===== config.mk =====
export PLATFORM = sky130hd
export DESIGN_NAME = gray_converter_top
export DESIGN_NICKNAME = d
export VERILOG_FILES = /design/src/design/gray_conv_pkg.sv /design/src/design/gray_converter_top.sv /design/src/design/word_store.sv /design/src/design/slice_engine.sv /design/src/design/conv_ctrl.sv
export SDC_FILE = /design/constraint.sdc
export NUM_CORES = 1
export LEC_CHECK = 0
export BUFFER_PORTS_ARGS = -buffer_cell sky130_fd_sc_hd__buf_2
export CORE_ASPECT_RATIO = 1.1
export CORE_MARGIN = 8
export CORE_UTILIZATION = 49
export DETAILED_ROUTE_END_ITERATION = 6
export GPL_TIMING_DRIVEN = 0
export PLACE_DENSITY = 0.77
export SKIP_LAST_GASP = 1
export SLEW_MARGIN = 20
export SYNTH_ARGS = -nofsm -noshare
export SYNTH_HDL_FRONTEND = slang
export SYNTH_HIERARCHICAL = 1
export SYNTH_SLANG_ARGS = --single-unit

===== constraint.sdc =====
create_clock -name clk -period 5.55 [get_ports clk]
set_input_delay 0.8325 -clock clk [delete_from_list [all_inputs] [get_ports clk]]
set_output_delay 0.8325 -clock clk [all_outputs]
set_load 0.02 [all_outputs]

===== src/design/gray_conv_pkg.sv =====
package gray_conv_pkg;

    // datapath geometry
    localparam int WORD_W     = 128;
    localparam int SLICE_W    = 8;
    localparam int NUM_ROUNDS = WORD_W / SLICE_W;     // 16 rounds per word
    localparam int ROUND_W    = $clog2(NUM_ROUNDS);   // round counter and slice index

    // conversion direction, sampled on an accepted start
    typedef enum logic {
        MODE_BIN_TO_GRAY = 1'b0,
        MODE_GRAY_TO_BIN = 1'b1
    } conv_mode_e;

    // controller states, one converting state per direction
    typedef enum logic [1:0] {
        ST_IDLE        = 2'd0,
        ST_BIN_TO_GRAY = 2'd1,
        ST_GRAY_TO_BIN = 2'd2
    } conv_state_e;

endpackage

===== src/design/gray_converter_top.sv =====
`timescale 1ns/1ps

module gray_converter_top (
    input  logic                             clk,
    input  logic                             rst,
    input  logic                             enable,
    input  logic                             converter_start,
    input  gray_conv_pkg::conv_mode_e        mode,
    input  logic [gray_conv_pkg::WORD_W-1:0] data_in,
    output logic [gray_conv_pkg::WORD_W-1:0] data_out,
    output logic                             data_out_valid
);
    import gray_conv_pkg::*;

    conv_mode_e         dir;
    logic [ROUND_W-1:0] slice_idx;
    logic               first;
    logic               step;
    logic               last;
    logic [WORD_W-1:0]  src_word;
    logic [SLICE_W-1:0] slice_out;

    conv_ctrl u_ctrl (
        .clk            (clk),
        .rst            (rst),
        .enable         (enable),
        .converter_start(converter_start),
        .mode           (mode),
        .dir            (dir),
        .slice_idx      (slice_idx),
        .first          (first),
        .step           (step),
        .last           (last),
        .data_out_valid (data_out_valid)
    );

    slice_engine u_engine (
        .clk      (clk),
        .rst      (rst),
        .enable   (enable),
        .step     (step),
        .last     (last),
        .dir      (dir),
        .slice_idx(slice_idx),
        .src_word (src_word),
        .slice_out(slice_out)
    );

    word_store u_store (
        .clk      (clk),
        .rst      (rst),
        .enable   (enable),
        .first    (first),
        .step     (step),
        .last     (last),
        .slice_idx(slice_idx),
        .data_in  (data_in),
        .slice_out(slice_out),
        .src_word (src_word),
        .data_out (data_out)
    );

endmodule


===== src/design/word_store.sv =====
`timescale 1ns/1ps

module word_store (
    input  logic                              clk,
    input  logic                              rst,
    input  logic                              enable,
    input  logic                              first,
    input  logic                              step,
    input  logic                              last,
    input  logic [gray_conv_pkg::ROUND_W-1:0] slice_idx,
    input  logic [gray_conv_pkg::WORD_W-1:0]  data_in,
    input  logic [gray_conv_pkg::SLICE_W-1:0] slice_out,
    output logic [gray_conv_pkg::WORD_W-1:0]  src_word,
    output logic [gray_conv_pkg::WORD_W-1:0]  data_out
);
    import gray_conv_pkg::*;

    logic [WORD_W-1:0] word_q;
    logic [WORD_W-1:0] next_word;

    assign src_word = first ? data_in : word_q; // round 0 reads the input directly

    // untouched slices pass through, the converted one is patched in
    always_comb begin
        next_word = src_word;
        next_word[slice_idx*SLICE_W +: SLICE_W] = slice_out;
    end

    always_ff @(posedge clk or posedge rst) begin
        if (rst) begin
            word_q <= '0;
        end else if (enable) begin
            if (last) begin
                word_q <= '0;
            end else if (step) begin
                word_q <= next_word;
            end
        end
    end

    assign data_out = last ? next_word : '0;

endmodule


===== src/design/slice_engine.sv =====
`timescale 1ns/1ps

module slice_engine (
    input  logic                              clk,
    input  logic                              rst,
    input  logic                              enable,
    input  logic                              step,
    input  logic                              last,
    input  gray_conv_pkg::conv_mode_e         dir,
    input  logic [gray_conv_pkg::ROUND_W-1:0] slice_idx,
    input  logic [gray_conv_pkg::WORD_W-1:0]  src_word,
    output logic [gray_conv_pkg::SLICE_W-1:0] slice_out
);
    import gray_conv_pkg::*;

    logic [WORD_W:0]    ext_word;
    logic [SLICE_W:0]   window;     // selected slice plus the bit above it
    logic [SLICE_W-1:0] b2g_slice;
    logic [SLICE_W-1:0] g2b_slice;
    logic               carry_q;

    // a zero above the msb makes the top gray bit a plain copy
    assign ext_word = {1'b0, src_word};
    assign window   = ext_word[slice_idx*SLICE_W +: SLICE_W+1];

    // g(n) = b(n) ^ b(n+1)
    assign b2g_slice = window[SLICE_W-1:0] ^ window[SLICE_W:1];

    // b(n) = g(n) ^ b(n+1), seeded with the last bit of the slice above
    always_comb begin
        g2b_slice[SLICE_W-1] = window[SLICE_W-1] ^ carry_q;
        for (int i = SLICE_W - 2; i >= 0; i--) begin
            g2b_slice[i] = window[i] ^ g2b_slice[i + 1];
        end
    end

    assign slice_out = (dir == MODE_GRAY_TO_BIN) ? g2b_slice : b2g_slice;

    // carry is zero again before round 0 of the next word
    always_ff @(posedge clk or posedge rst) begin
        if (rst) begin
            carry_q <= 1'b0;
        end else if (enable) begin
            if (last) begin
                carry_q <= 1'b0;
            end else if (step) begin
                carry_q <= slice_out[0];
            end
        end
    end

endmodule


===== src/design/conv_ctrl.sv =====
`timescale 1ns/1ps

module conv_ctrl (
    input  logic                              clk,
    input  logic                              rst,
    input  logic                              enable,
    input  logic                              converter_start,
    input  gray_conv_pkg::conv_mode_e         mode,
    output gray_conv_pkg::conv_mode_e         dir,
    output logic [gray_conv_pkg::ROUND_W-1:0] slice_idx,
    output logic                              first,
    output logic                              step,
    output logic                              last,
    output logic                              data_out_valid
);
    import gray_conv_pkg::*;

    localparam logic [ROUND_W-1:0] LAST_ROUND = ROUND_W'(NUM_ROUNDS - 1);

    conv_state_e        state_q;
    conv_state_e        state_d;
    logic [ROUND_W-1:0] round_q;
    logic               busy;
    logic               accept;

    assign busy   = (state_q != ST_IDLE);
    assign accept = (state_q == ST_IDLE) && converter_start;

    // while idle the live mode drives round 0, it is held in the state from then on
    always_comb begin
        case (state_q)
            ST_BIN_TO_GRAY: dir = MODE_BIN_TO_GRAY;
            ST_GRAY_TO_BIN: dir = MODE_GRAY_TO_BIN;
            default:        dir = mode;
        endcase
    end

    // binary to gray walks up from slice 0, gray to binary walks down from the top
    assign slice_idx = (dir == MODE_BIN_TO_GRAY) ? round_q : LAST_ROUND - round_q;

    assign first = accept;
    assign step  = accept || busy;
    assign last  = busy && (round_q == LAST_ROUND);

    assign data_out_valid = last && enable; // one enabled cycle only

    always_comb begin
        state_d = state_q;
        case (state_q)
            ST_IDLE: begin
                if (converter_start) begin
                    if (mode == MODE_GRAY_TO_BIN) begin
                        state_d = ST_GRAY_TO_BIN;
                    end else begin
                        state_d = ST_BIN_TO_GRAY;
                    end
                end
            end
            default: begin
                if (last) begin
                    state_d = ST_IDLE;
                end
            end
        endcase
    end

    always_ff @(posedge clk or posedge rst) begin
        if (rst) begin
            state_q <= ST_IDLE;
            round_q <= '0;
        end else if (enable) begin
            state_q <= state_d;
            if (step) begin
                round_q <= last ? '0 : round_q + 1'b1; // back to 0 for the next word
            end
        end
    end

endmodule


=== Word-level counts from Yosys, hierarchy flattened ===
Cells that the tools add are included.

* Register bits: 135
* Latch bits: 0
* Memory bits (writable): 0
* ROM bits: 0
* Input bits: 133
* Output and inout bits: 129
* Memories: 0

* Add/subtract/negate cells: 3
* $mul: 0
* Div/mod/pow operators: 0
* Order comparisons: 0
* Equal/unequal tests: 4
* Shifts and indexed selects: 3
* Mux-type cells: 15
* Bitwise gates (word level): 9
* Reduce and logical (&&, ||, !) cells: 11

{| class="wikitable"
|+ Operators by type and width
! operator !! number
|-
| $mux 128 || 4
|-
| $shiftx 129x8->9 || 1
|-
| $bwmux 128 || 1
|-
| $shift 8x34->128 const A || 1
|-
| $shiftx 8x34->128 || 1
|-
| $neg 7->34 || 1
|-
| $mux 2 || 4
|-
| $mux 4 || 2
|-
| $mux 8 || 1
|-
| $xor 1x1->1 || 8
|-
| $xor 8x8->8 || 1
|-
| $reduce_bool 2->1 || 3
|-
| $add 4x1->4 const B || 1
|-
| $eq 4x4->1 const B || 1
|-
| $reduce_and 2->1 || 2
|-
| $sub 4x4->4 const A || 1
|-
| $logic_and 1x1->1 || 3
|-
| $reduce_and 3->1 || 1
|-
| $eq 2x1->1 const B || 1
|-
| $eq 2x2->1 const B || 1
|-
| $logic_not 2->1 || 1
|-
| $mux 1 || 2
|-
| $ne 2x2->1 const B || 1
|-
| $pmux 1 s2 || 1
|-
| $logic_or 1x1->1 || 1
|}

=== Depth between registers and ports, before layout ===
Gate-level depths: netlist of run 1.

* Word-level depth: 17
* Mapped depth: 19
* Mapped depth without buffers: 16

=== Modules after synthesis ===
The synthesis of run 1 kept the hierarchy.

{| class="wikitable"
|+ Modules (own cells, without submodules)
! module !! times used !! cells an instance !! area an instance (um2) !! sequential area each (um2)
|-
| word_store || 1 || 1012 || 9082.5 || 3203.1
|-
| slice_engine || 1 || 107 || 1507.7 || 25.0
|-
| conv_ctrl || 1 || 41 || 432.9 || 150.1
|}

=== Worst setup path after synthesis of run 1 ===
No wires, ideal clock.

* Kind: input -> output
* Start point: input port mode
* End point: output port data_out[34] (netlist name)
* Data arrival time: 4.707 ns
* Data required time: 4.718 ns
* Slack: 0.011 ns
* Stages: 17
* Buffers on the path: 3
* Cells stage by stage: nor2b_1 a21oi_1 xnor2_1 buf_6 buf_12 mux4_2 mux2i_1 mux2i_2 xor2_2 xor2_1 xnor2_1 mux2i_1 xnor2_1 clkbuf_1 nor3b_2 nor3_1 nor3_1

* Elaborated cells on any way between the ends: 18
* Those cells by class: 1 x add/sub; 3 x shift; 5 x mux; 9 x bitwise

{| class="wikitable"
|+ RTL lines
! element !! line !! source
|-
| start: declaration || gray_converter_top.sv:8 || <nowiki>input gray_conv_pkg::conv_mode_e mode,</nowiki>
|-
| $pmux 1 s2 (*) || conv_ctrl.sv:31 || <nowiki>case (state_q)</nowiki>
|-
| $mux 4 (*) || conv_ctrl.sv:39 || <nowiki>assign slice_idx = (dir == MODE_BIN_TO_GRAY) ? round_q : LAST_ROUND - round_q;</nowiki>
|-
| via slice_idx[0] || gray_converter_top.sv:16 || <nowiki>logic [ROUND_W-1:0] slice_idx;</nowiki>
|-
| $shiftx 129x8->9 (*) || slice_engine.sv:24 || <nowiki>assign window = ext_word[slice_idx*SLICE_W +: SLICE_W+1];</nowiki>
|-
| $xor 1x1->1 || slice_engine.sv:31 || <nowiki>g2b_slice[SLICE_W-1] = window[SLICE_W-1] ^ carry_q;</nowiki>
|-
| $xor 1x1->1 (5 in a row) || slice_engine.sv:33 || <nowiki>g2b_slice[i] = window[i] ^ g2b_slice[i + 1];</nowiki>
|-
| $mux 8 (*) || slice_engine.sv:37 || <nowiki>assign slice_out = (dir == MODE_GRAY_TO_BIN) ? g2b_slice : b2g_slice;</nowiki>
|-
| via slice_out[2] || gray_converter_top.sv:21 || <nowiki>logic [SLICE_W-1:0] slice_out;</nowiki>
|-
| $shiftx 8x34->128 (*) || word_store.sv:26 || <nowiki>next_word[slice_idx*SLICE_W +: SLICE_W] = slice_out;</nowiki>
|-
| $bwmux 128 (*) || word_store.sv:26 ||
|-
| $mux 128 (*) || word_store.sv:41 || <nowiki>assign data_out = last ? next_word : '0;</nowiki>
|-
| end: declaration || gray_converter_top.sv:10 || <nowiki>output logic [gray_conv_pkg::WORD_W-1:0] data_out,</nowiki>
|}

Mark *: on every way through the listed nets, which the timed path passes. The rest lies on a longest branch.

=== Worst setup path in the final report of run 1 ===
* Start point: register u_ctrl.state_q[0]
* End point: output port data_out[88] (netlist name)

* Word-level cells in the longest chain between the ends: 16
* Elaborated cells on any way between the ends: 25
* Those cells by class: 1 x add/sub; 2 x eq/ne; 3 x shift; 6 x mux; 9 x bitwise; 4 x reduce/logical

{| class="wikitable"
|+ Ends and longest elaborated chain
! element !! line !! source
|-
| start: declaration || conv_ctrl.sv:20 || <nowiki>conv_state_e state_q;</nowiki>
|-
| start signal: assignment || conv_ctrl.sv:72 || <nowiki>state_q <= state_d;</nowiki>
|-
| $eq 2x2->1 or $eq 2x1->1 (tied branches) || conv_ctrl.sv:31 ||
|-
| $pmux 1 s2 (*) || conv_ctrl.sv:31 ||
|-
| $mux 4 (*) || conv_ctrl.sv:39 ||
|-
| via slice_idx[2] || gray_converter_top.sv:16 ||
|-
| $shiftx 129x8->9 (*) || slice_engine.sv:24 ||
|-
| $xor 1x1->1 || slice_engine.sv:31 ||
|-
| $xor 1x1->1 (7 in a row) || slice_engine.sv:33 ||
|-
| $mux 8 (*) || slice_engine.sv:37 ||
|-
| via slice_out[0] || gray_converter_top.sv:21 ||
|-
| $shiftx 8x34->128 (*) || word_store.sv:26 ||
|-
| $bwmux 128 (*) || word_store.sv:26 ||
|-
| $mux 128 (*) || word_store.sv:41 ||
|}

Marks and branches as above.

==> implementation parameters, run 1 <==
Parameter                              Value

Place
  Port bufs ... 261
  Dpl hpwl ... 34,900 um
  Placer congestion estimate ... 1.00
  Cell Area, Placed ... 0.0127 mm^2
  Pre-CTS worst setup slack ... -1.88 ns

Clock tree
  Insertion delay to the later sink of the worst-skew pair ... 0.44 ns
  Clock Pin Slew Worst Setup and Hold Paths ... 0.07 ns
  Number of sinks on the clock net ... 135
  Total CTS buffers ... 17
  Cell chosen for the clock root ... clkbuf_16
  Post-CTS Hold Fix Bufs ... 0
  TritonCTS clock tree ... built
  Buffers from clock root to sink, at most ... 2
  H-tree depth ... 4

STA
  Post-Route Setup TNS ... -43.17 ns
  Final period demand of the worst path ... 6.29 ns
  Worst Hold Margin ... 0.279 ns
  Worst slew slack as a fraction of its limit ... 0.323
  Transition time at the pin with the least slew margin ... 1.02 ns
  Final clock period utilization by the worst path ... 1.13
  Minimum setup slack in the final design ... -0.736 ns
  Clock tree skew after final layout ... 0.00877 ns
  Max Fclk ... 0.159 GHz
  Number of endpoints with negative hold slack in the final report ... 0
  Max-slew violation count ... 0
  Setup repair after global routing missed its margin ... yes
  Final Setup Violations ... 103

Critical path
  Launch point of the worst reg-to-reg path ... u_ctrl/state_q[0]
  Internal reg-to-reg setup slack ... 0.39 ns
  Total buffers and inverters traversed by the critical path ... 6
  Category of the critical setup timing path ... reg -> out
  Sequence of cells on the critical path ... inv_2, ha_4, nor2b_4, a21oi_2, xnor2_2, buf_2, buf_4, mux4_2, mux2i_1, mux2i_2, xor2_4, xnor2_1, xnor2_1, a21oi_1, nor2_1, buf_6, buf_4, and2_1, mux2_4, and2_1, buf_2
  Number of cells traversed by the worst register-to-register path ... 22
  Library cell contributing the largest single delay on the critical path ... mux4_2
  Worst setup path start ... u_ctrl/state_q[0]
  Critical Path RT ... 4.72 ns
  Destination of the worst register-to-register timing path ... u_store/word_q[82]
  Logic depth of the worst path, buffers included ... 21
  Arrival time reported for the critical path endpoint ... 5.45 ns
  Worst Setup Start Kind ... flip-flop
  Critical Path Max Stage Delay ... 0.48 ns
  Top Family by Delay on Critical Path ... buffers and inverters
  Maximum fanout along the worst path ... 10
  Kind of end point of the critical path ... output port

Layout
  Highest-count cells in the layout ignoring fill and taps ... buf_2, dfrtp_1, nand2_1, buf_4, mux2_2
  Commonest non-fill, non-tap cell in the layout ... buf_2
  FF/Latch Area ... 0.00338 mm^2
  Fraction of layout instances using a drive strength above 1 ... 0.487
  Count of nets after finishing ... 1,656
  Post-route cell area ... 0.0153 mm^2
  Multi-input logic area ... 0.00786 mm^2
  Layout fillers ... 1,580
  Area growth from synthesis to layout ... 39.1%

Status
  Violations in the final reports ... negative setup slack
  Run status ... finished with violations

Synthesis
  Share of flip-flops with an asynchronous set or reset ... 1.00
  Number of warnings printed during yosys synthesis ... 6
  Summed instance area of the synthesized netlist ... 0.0110 mm^2
  Mean Syn Cell Area ... 9.50 um^2
  Synthesized netlist net count ... 1,299
  Number of enable-type register cells in the synthesized netlist ... 0
  Distinct cells, synth ... 72
  Flip-flop and latch count after synthesis ... 135
  Portion of the post-synthesis area used by sequential elements ... 0.306
  Dominant synthesized flop cell ... dfrtp_1
  Number of instances in the synthesized netlist ... 1,160

Die
  Site Rows ... 57
  Starting density of the core ... 0.499
  Chip Height ... 173 um
  Core ar. ... 0.0221 mm^2
  I/O pin total ... 262
  Die area ... 0.0276 mm^2
  Die Wd ... 159 um

Route
  TritonRoute pass-1 iters ... 6
  Avg Vias per Cell ... 6.87
  Number of nets with antenna violations after detailed routing ... 0
  Violation count after the first detailed-routing iteration ... 2,205
  DRT Wirelength ... 52,600 um
  Post-detailed-route DRC marker count ... 0
  Wire per inst ... 28.8 um
  Via total after detailed routing ... 12,539

Flow run
  Number of maximum-capacitance violations ... 0

Global routing
  Wire length of the first global-routing pass ... 73,100 um
  Overflow left after global routing ... 0
  Pin count of the biggest net entering global routing ... 67
  Number of global-route vias before repair ... 12,234
  Antenna violations before repair ... 4
  Combined global-route utilization of all metal layers ... 0.344

Hold path
  Path category of the worst min-delay check ... in -> async
==> final cells by class <==
cell class,count,area share
multi-input combinational,887,0.513
inverter,29,0.00759
clock inverter,14,0.00816
buffer,109,0.0531
sequential,135,0.220
clock buffer,18,0.0280
antenna,1,0.000163
timing repair buffer,338,0.146
tap,295,0.0241
==> cell usage after synthesis, drive strengths merged, types with 2 or more instances <==
library cell  instances  area share
dfrtp               135        0.31
nor3                127       0.059
nand2               122       0.042
mux2                115        0.12
mux2i                90       0.083
nor2                 66       0.023
a21oi                63       0.029
buf                  60       0.037
o31ai                58       0.041
o21ai                56       0.027
clkbuf               49       0.017
mux4                 39       0.082
inv                  28      0.0095
and2                 17       0.010
xnor2                16       0.013
nor2b                13      0.0074
a211oi               12      0.0082
a221o                12       0.011
a22o                 11      0.0087
xor2                 10       0.011
nand3                 9      0.0045
nor3b                 9       0.010
ha                    6      0.0068
a31oi                 3      0.0017
and2b                 3      0.0026
and3b                 3      0.0024
nand2b                3      0.0017
nand3b                3      0.0020
nand4                 3      0.0036
a41oi                 2      0.0016
and3                  2      0.0016
o2111ai               2      0.0048
==> state kept, by name, indices dropped and copies added, names as in the netlist <==
register	cells
u_ctrl/round_q	4
u_engine/carry_q	1
u_ctrl/state_q	2
u_store/word_q	128
==> repair_timing <==
item / CTS / global route
gates resized for setup: 167 / 162
endpoints found under the setup margin: 164 / 105
pin swaps: 44 / 45
gates cloned: 2 / 0
buffers inserted: 47 / 29
==> cell families after synthesis <==
family | synth area share
mux | 0.283
buf+inv | 0.0636
xor+xnor | 0.0244
flops | 0.306
simple gates | 0.174
compound gates | 0.142
fa+ha+maj | 0.00681
==> worst max-delay path by stage <==
stage / to / slack (ns)
detailed placement: data_out[18] / -1.88
global route: data_out[80] / -0.75
global placement: data_out[18] / -1.81
CTS: data_out[50] / -0.19
floorplan: data_out[34] / 0.01
finish: data_out[88] / -0.74
==> stage by stage <==
stage,utilization,cells
floorplan,-,1160
global placement,0.574,1716
detailed placement,0.576,1717
CTS,0.650,1798
global route,0.694,1826
finish,0.694,1826
==> routing by layer <==
metal  GRT usage  vias to the layer above  share of wire  wire length [um]
li1            -                     4981              -                 -
met1       0.403                     5873           0.33             17300
met2       0.530                     1298           0.43             22900
met3       0.117                      381           0.15              8070
met4       0.224                        6          0.081              4280
met5           0                        -        0.00080                42
Power of run 1 is left out: the tool's default activity adds up to more than one toggle a clock period on the data nets, which glitch-free logic cannot reach.
==> inputs of run 2 (changes only) <==
--- a/config.mk
+++ b/config.mk
@@ -5,13 +5,15 @@
 export SDC_FILE = /design/constraint.sdc
 export NUM_CORES = 1
 export LEC_CHECK = 0
+export ABC_AREA = 1
 export BUFFER_PORTS_ARGS = -buffer_cell sky130_fd_sc_hd__buf_2
 export CORE_ASPECT_RATIO = 1.1
 export CORE_MARGIN = 8
 export CORE_UTILIZATION = 49
 export DETAILED_ROUTE_END_ITERATION = 6
 export GPL_TIMING_DRIVEN = 0
-export PLACE_DENSITY = 0.77
+export PLACE_DENSITY = 0.76
+export RECOVER_POWER = 50
 export SKIP_LAST_GASP = 1
 export SLEW_MARGIN = 20
 export SYNTH_ARGS = -nofsm -noshare
==> implementation parameters, run 2 <==
Parameter                              Value

Status
  Run status ... finished with violations
  Violations in the final reports ... design-rule violations, max-capacitance violations, max-slew violations

Die
  Chip Height ... 182 um (+5.2%)
  Core ar. ... 0.0250 mm^2 (+13%)
  I/O pin total ... 262 (unchanged)
  Starting density of the core ... 0.493 (-0.00593)
  Site Rows ... 61 (+7.0%)
  Die area ... 0.0305 mm^2 (+11%)
  Die Wd ... 167 um (+5.2%)

STA
  Minimum setup slack in the final design ... 0.0529 ns (+0.789 ns)
  Final period demand of the worst path ... 5.50 ns (-0.789 ns)
  Max-slew violation count ... 131 (+131)
  Worst slew slack as a fraction of its limit ... -1.07 (-1.39)
  Number of endpoints with negative hold slack in the final report ... 0 (unchanged)
  Clock tree skew after final layout ... 0.0122 ns (+0.00342 ns)
  Final Setup Violations ... 0 (-100%)
  Max Fclk ... 0.182 GHz (+14%)
  Final clock period utilization by the worst path ... 0.990 (-0.142)
  Transition time at the pin with the least slew margin ... 3.08 ns (+2.07 ns)
  Setup repair after global routing missed its margin ... yes

Critical path
  Worst setup path start ... u_ctrl/state_q[1]
  Internal reg-to-reg setup slack ... 1.29 ns (+0.90 ns)
  Number of cells traversed by the worst register-to-register path ... 26 (+18%)
  Arrival time reported for the critical path endpoint ... 4.66 ns (-0.79 ns)
  Critical Path RT ... 4.72 ns (about the same)
  Category of the critical setup timing path ... reg -> out
  Worst Setup Start Kind ... flip-flop
  Maximum fanout along the worst path ... 10 (unchanged)
  Launch point of the worst reg-to-reg path ... u_ctrl/state_q[1]
  Kind of end point of the critical path ... output port

Clock tree
  Total CTS buffers ... 17 (unchanged)
  Buffers from clock root to sink, at most ... 2 (unchanged)
  Number of sinks on the clock net ... 135 (unchanged)
  H-tree depth ... 4 (unchanged)
  Cell chosen for the clock root ... clkbuf_16
  Post-CTS Hold Fix Bufs ... 0 (unchanged)
  Clock Pin Slew Worst Setup and Hold Paths ... 0.06 ns (about the same)
  TritonCTS clock tree ... built
  Insertion delay to the later sink of the worst-skew pair ... 0.44 ns (about the same)

Route
  Post-detailed-route DRC marker count ... 5 (+5)
  Violation count after the first detailed-routing iteration ... 2,338 (+6.0%)
  Wire per inst ... 22.1 um (-23%)
  TritonRoute pass-1 iters ... 7 (+1)
  DRT Wirelength ... 62,700 um (+19%)
  Number of nets with antenna violations after detailed routing ... 0 (unchanged)
  Avg Vias per Cell ... 5.81 (-15%)
  Via total after detailed routing ... 16,447 (+31%)

Global routing
  Overflow left after global routing ... 0 (unchanged)
  Pin count of the biggest net entering global routing ... 67 (unchanged)
  Wire length of the first global-routing pass ... 90,700 um (+24%)
  Antenna violations before repair ... 0 (-4)
  Combined global-route utilization of all metal layers ... 0.393 (+0.0490)
  Number of global-route vias before repair ... 15,245 (+25%)

Synthesis
  Summed instance area of the synthesized netlist ... 0.0123 mm^2 (+12%)
  Distinct cells, synth ... 35 (-51%)
  Synthesized netlist net count ... 2,337 (+80%)
  Portion of the post-synthesis area used by sequential elements ... 0.274 (-0.0326)
  Share of flip-flops with an asynchronous set or reset ... 1.00 (unchanged)
  Number of warnings printed during yosys synthesis ... 6 (unchanged)
  Number of instances in the synthesized netlist ... 2,198 (+89%)
  Mean Syn Cell Area ... 5.61 um^2 (-41%)
  List of most frequent post-synthesis cells ... nand2_1, inv_1, nand3_1
  Number of enable-type register cells in the synthesized netlist ... 0 (unchanged)
  Flip-flop and latch count after synthesis ... 135 (unchanged)
  Share of the synthesized area in the top cell type ... 0.274 (-0.0326)
  Most area-consuming cells after synthesis ... dfrtp_1, nand2_1, nand3_1
  Dominant synthesized flop cell ... dfrtp_1
  Most frequent cell after synthesis ... nand2_1
  Biggest area consumer among synthesized cells ... dfrtp_1

Place
  Pre-CTS worst setup slack ... -1.76 ns (+0.119 ns)
  Port bufs ... 261 (unchanged)
  Placer congestion estimate ... 1.07 (+6.7%)
  Placed Cells ... 2,775 (+62%)
  Dpl hpwl ... 47,900 um (+37%)

Hold path
  Path category of the worst min-delay check ... in -> async

Layout
  Regs by FF count ... u_store/word_q x128, u_ctrl/round_q x4, u_ctrl/state_q x2
  Area growth from synthesis to layout ... 25.6%
  Largest register by flop count ... u_store/word_q
  Fraction of layout instances using a drive strength above 1 ... 0.196 (-0.291)
  Flip-flop count of the largest register after layout ... 128 (unchanged)
  Count of nets after finishing ... 2,644 (+60%)
  Highest-count cells in the layout ignoring fill and taps ... nand2_1, inv_1, nand3_1, buf_2, nor2_1
  Number of antenna repair diodes ... 0 (-1)
  Number of standard cells in the layout, taps in and fillers out ... 2,833 (+55%)
  Commonest non-fill, non-tap cell in the layout ... nand2_1

Flow run
  Number of maximum-capacitance violations ... 2 (+2)
run 2: worst paths after layout:
check	end
min reg2reg	u_store/word_q[59]
max in group asynchronous	u_store/word_q[97]
max	data_out[18]
max reg2reg	u_store/word_q[18]
min in group clk	u_store/word_q[59]
min	u_engine/carry_q
run 2: layout make-up:
class,instances,area [um^2]
Buffer,126,791
Fill cell,2463,9550
Tap cell,315,394
Clock inverter,11,148
Timing Repair Buffer,289,1570
Inverter,339,1290
Clock buffer,21,460
Multi-Input combinational cell,1597,7450
Sequential cell,135,3380
run 2: repair_timing:
item                                    in CTS  in global routing
resized for setup                           91                123
endpoints found under the setup margin     220                108
gates cloned                                 0                  2
pin swaps                                    8                 20
buffers inserted                             7                 18
run 2: metal layers:
layer,routed length (um),up-vias,GRT usage
li1,-,7464,-
met1,23000,7449,0.468
met2,27600,1284,0.623
met3,7730,250,0.114
met4,4370,0,0.232
met5,0,-,0
run 2: per-stage QoR:
step            util  setup TNS, ns  instance area (um^2)  hold slack (ns)
2_1_floorplan      -              0                 12300            0.444
3_3_place_gp   0.561        -279.93                 14000            0.455
4_1_cts        0.601        -0.0130                 15100            0.265
3_5_place_dp   0.562        -186.54                 14100            0.460
5_1_grt        0.619         -0.241                 15500            0.264
6_report       0.619              0                 15500            0.244
run 2: critical path, cell delays in order (launching register included):
cell and delay (ns):
dfrtp_1 0.37, inv_1 0.08, ha_4 0.26, inv_2 0.05, o21ai_4 0.29, xor2_4 0.22, buf_12 0.18, inv_8 0.06
buf_8 0.17, nand2_1 0.14, nand3_1 0.11, nand3_1 0.12, nand3_2 0.15, nand2_4 0.15, nand3_1 0.10, nand2_2 0.11
nand2_1 0.09, nand3_1 0.14, nand3_2 0.15, o21ai_2 0.12, xor2_2 0.27, buf_6 0.18, nand3_2 0.13, nand4_1 0.20
nand2_1 0.09, nor2_1 0.09, buf_2 0.17
run 2: logic make-up (layout without fill, tap and decap cells):
group | count (synthesis) | in the layout | synth area share
buf+inv | 466 | 786 | 0.154
flops | 135 | 135 | 0.274
simple gates | 1366 | 1366 | 0.466
xor+xnor | 9 | 9 | 0.00791
fa+ha+maj | 6 | 6 | 0.00609
compound gates | 216 | 216 | 0.0919
Power of run 2 is left out for the same reason.
==> inputs of run 3 (changes only) <==
--- a/config.mk
+++ b/config.mk
@@ -5,14 +5,14 @@
 export SDC_FILE = /design/constraint.sdc
 export NUM_CORES = 1
 export LEC_CHECK = 0
-export ABC_AREA = 1
+export ABC_AREA = 0
 export BUFFER_PORTS_ARGS = -buffer_cell sky130_fd_sc_hd__buf_2
 export CORE_ASPECT_RATIO = 1.1
 export CORE_MARGIN = 8
 export CORE_UTILIZATION = 49
 export DETAILED_ROUTE_END_ITERATION = 6
 export GPL_TIMING_DRIVEN = 0
-export PLACE_DENSITY = 0.76
+export PLACE_DENSITY = 0.77
 export RECOVER_POWER = 50
 export SKIP_LAST_GASP = 1
 export SLEW_MARGIN = 20
==> implementation parameters, run 3 (same netlist as run 1, synthesis figures left out) <==
Parameter                              Value

Critical path
  Logic depth of the worst path, buffers included ... 21 (-19%)
  Internal reg-to-reg setup slack ... 0.33 ns (-0.96 ns)
  Top Family by Delay on Critical Path ... buffers and inverters
  Maximum fanout along the worst path ... 10 (unchanged)
  Sequence of cells on the critical path ... inv_2, ha_4, nor2b_4, a21oi_2, xnor2_2, buf_2, buf_4, mux4_2, mux2i_1, mux2i_2, xor2_4, xor2_4, xnor2_2, mux2i_1, xnor2_1, clkbuf_8, nor3b_4, buf_6, nor3_1, nor3_1, buf_4
  Kind of end point of the critical path ... output port
  Worst setup path start ... u_ctrl/state_q[0]
  Library cell contributing the largest single delay on the critical path ... mux4_2
  Critical Path Max Stage Delay ... 0.48 ns (+0.11 ns)
  Destination of the worst register-to-register timing path ... u_store/word_q[82]
  Arrival time reported for the critical path endpoint ... 5.48 ns (+0.82 ns)
  Number of cells traversed by the worst register-to-register path ... 22 (-15%)
  Worst Setup Start Kind ... flip-flop
  Launch point of the worst reg-to-reg path ... u_ctrl/state_q[0]
  Total buffers and inverters traversed by the critical path ... 6 (-1)
  Category of the critical setup timing path ... reg -> out
  Critical Path RT ... 4.72 ns (about the same)

Layout
  Highest-count cells in the layout ignoring fill and taps ... buf_2, dfrtp_1, nand2_1, buf_4, mux2_2
  Post-layout util ... 0.692 (+0.0736)
  Area growth from synthesis to layout ... 38.9%
  Fraction of layout instances using a drive strength above 1 ... 0.486 (+0.290)
  Count of nets after finishing ... 1,656 (-37%)
  Layout fillers ... 1,583 (-36%)
  Largest register by flop count ... u_store/word_q
  Flip-flop count of the largest register after layout ... 128 (unchanged)
  Regs by FF count ... u_store/word_q x128, u_ctrl/round_q x4, u_ctrl/state_q x2
  Commonest non-fill, non-tap cell in the layout ... buf_2

Flow run
  Number of maximum-capacitance violations ... 2 (unchanged)

Clock tree
  H-tree depth ... 4 (unchanged)
  Total CTS buffers ... 17 (unchanged)
  Clock Pin Slew Worst Setup and Hold Paths ... 0.06 ns (about the same)
  Buffers from clock root to sink, at most ... 2 (unchanged)
  Number of sinks on the clock net ... 135 (unchanged)
  Cell chosen for the clock root ... clkbuf_16
  Post-CTS Hold Fix Bufs ... 0 (unchanged)
  TritonCTS clock tree ... built
  Insertion delay to the later sink of the worst-skew pair ... 0.44 ns (about the same)

Route
  Violation count after the first detailed-routing iteration ... 2,178 (-6.8%)
  Wire per inst ... 28.8 um (+30%)
  TritonRoute pass-1 iters ... 7 (unchanged)
  Number of nets with antenna violations after detailed routing ... 0 (unchanged)
  Avg Vias per Cell ... 6.81 (+17%)
  DRT Wirelength ... 52,600 um (-16%)
  Post-detailed-route DRC marker count ... 16 (+11)
  Via total after detailed routing ... 12,451 (-24%)

Place
  Dpl hpwl ... 34,900 um (-27%)
  Pre-CTS worst setup slack ... -1.88 ns (-0.119 ns)
  Placer congestion estimate ... 1.00 (-6.3%)
  Port bufs ... 261 (unchanged)

STA
  Final Setup Violations ... 103 (+103)
  Worst slew slack as a fraction of its limit ... -1.01 (+0.0618)
  Max-slew violation count ... 131 (unchanged)
  Clock tree skew after final layout ... 0.00860 ns (-0.00360 ns)
  Worst Hold Margin ... 0.256 ns (+0.0121 ns)
  Final clock period utilization by the worst path ... 1.14 (+0.147)
  Number of endpoints with negative hold slack in the final report ... 0 (unchanged)
  Transition time at the pin with the least slew margin ... 2.99 ns (-0.0922 ns)
  Setup repair after global routing missed its margin ... yes
  Max Fclk ... 0.158 GHz (-13%)
  Minimum setup slack in the final design ... -0.763 ns (-0.816 ns)
  Final period demand of the worst path ... 6.31 ns (+0.816 ns)

Global routing
  Combined global-route utilization of all metal layers ... 0.344 (-0.0490)
  Pin count of the biggest net entering global routing ... 67 (unchanged)
  Antenna violations before repair ... 4 (+4)
  Number of global-route vias before repair ... 12,234 (-20%)
  Overflow left after global routing ... 0 (unchanged)
  Wire length of the first global-routing pass ... 73,100 um (-19%)

Status
  Violations in the final reports ... design-rule violations, max-capacitance violations, max-slew violations, negative setup slack
  Run status ... finished with violations

Die
  Die Wd ... 159 um (-4.9%)
  Site Rows ... 57 (-6.6%)
  Chip Height ... 173 um (-5.0%)
  Core ar. ... 0.0221 mm^2 (-12%)
  I/O pin total ... 262 (unchanged)
  Die area ... 0.0276 mm^2 (-9.7%)
  Starting density of the core ... 0.499 (+0.00593)

Hold path
  Path category of the worst min-delay check ... in -> async
## run 3: worst max path at each step
stage | end | slack (ns)
after floorplan | data_out[34] | 0.01
after global placement | data_out[18] | -1.81
after detailed placement | data_out[18] | -1.88
after CTS | data_out[50] | -0.19
after global routing | data_out[80] | -0.75
final | data_out[50] | -0.76
## run 3: per-stage QoR
step / setup TNS [ns] / cells / cell area, um^2
finish: -44.24 / 1827 / 15300
detailed placement: -131.51 / 1717 / 12700
floorplan: 0 / 1160 / 11000
CTS: -4.08 / 1798 / 14400
global route: -44.77 / 1826 / 15300
global placement: -196.75 / 1716 / 12700
## run 3: cell type report
cell class                      count  area [um^2]  area share
Antenna cell                        2         5.00    0.000327
Buffer                            109          815      0.0532
Clock buffer                       18          429      0.0280
Clock inverter                     14          125     0.00817
Inverter                           29          110     0.00719
Multi-Input combinational cell    887         7860       0.514
Sequential cell                   135         3380       0.221
Tap cell                          295          369      0.0241
Timing Repair Buffer              338         2210       0.145
## run 3: worst register-to-register path, delay by kind of cell, from the launching register on
family | cells | cell delay, ns
buffers and inverters | 7 | 1.34
xor gates and xnor gates | 5 | 1.20
DFF | 1 | 0.40
adders and majority gates | 1 | 0.24
muxes | 4 | 1.07
and+or+nand+nor | 3 | 0.56
AOI/OAI and AO/OA | 2 | 0.32
## run 3: what timing repair did
| item | in CTS | in global routing |
|---|---|---|
| setup buffers | 47 | 29 |
| pin swaps | 44 | 45 |
| setup endpoints to repair | 164 | 105 |
| gates resized for setup | 167 | 162 |
| cloned | 2 | 0 |
## run 3: metal layers
| layer | wire length (um) | part of all wire | vias up | global-route usage |
|---|---|---|---|---|
| met5 | 43 | 0.00082 | - | 0 |
| met4 | 4170 | 0.079 | 6 | 0.224 |
| met3 | 7890 | 0.15 | 347 | 0.117 |
| met2 | 23100 | 0.44 | 1209 | 0.530 |
| met1 | 17500 | 0.33 | 5912 | 0.403 |
| li1 | - | - | 4977 | - |
Power of run 3 is left out for the same reason.
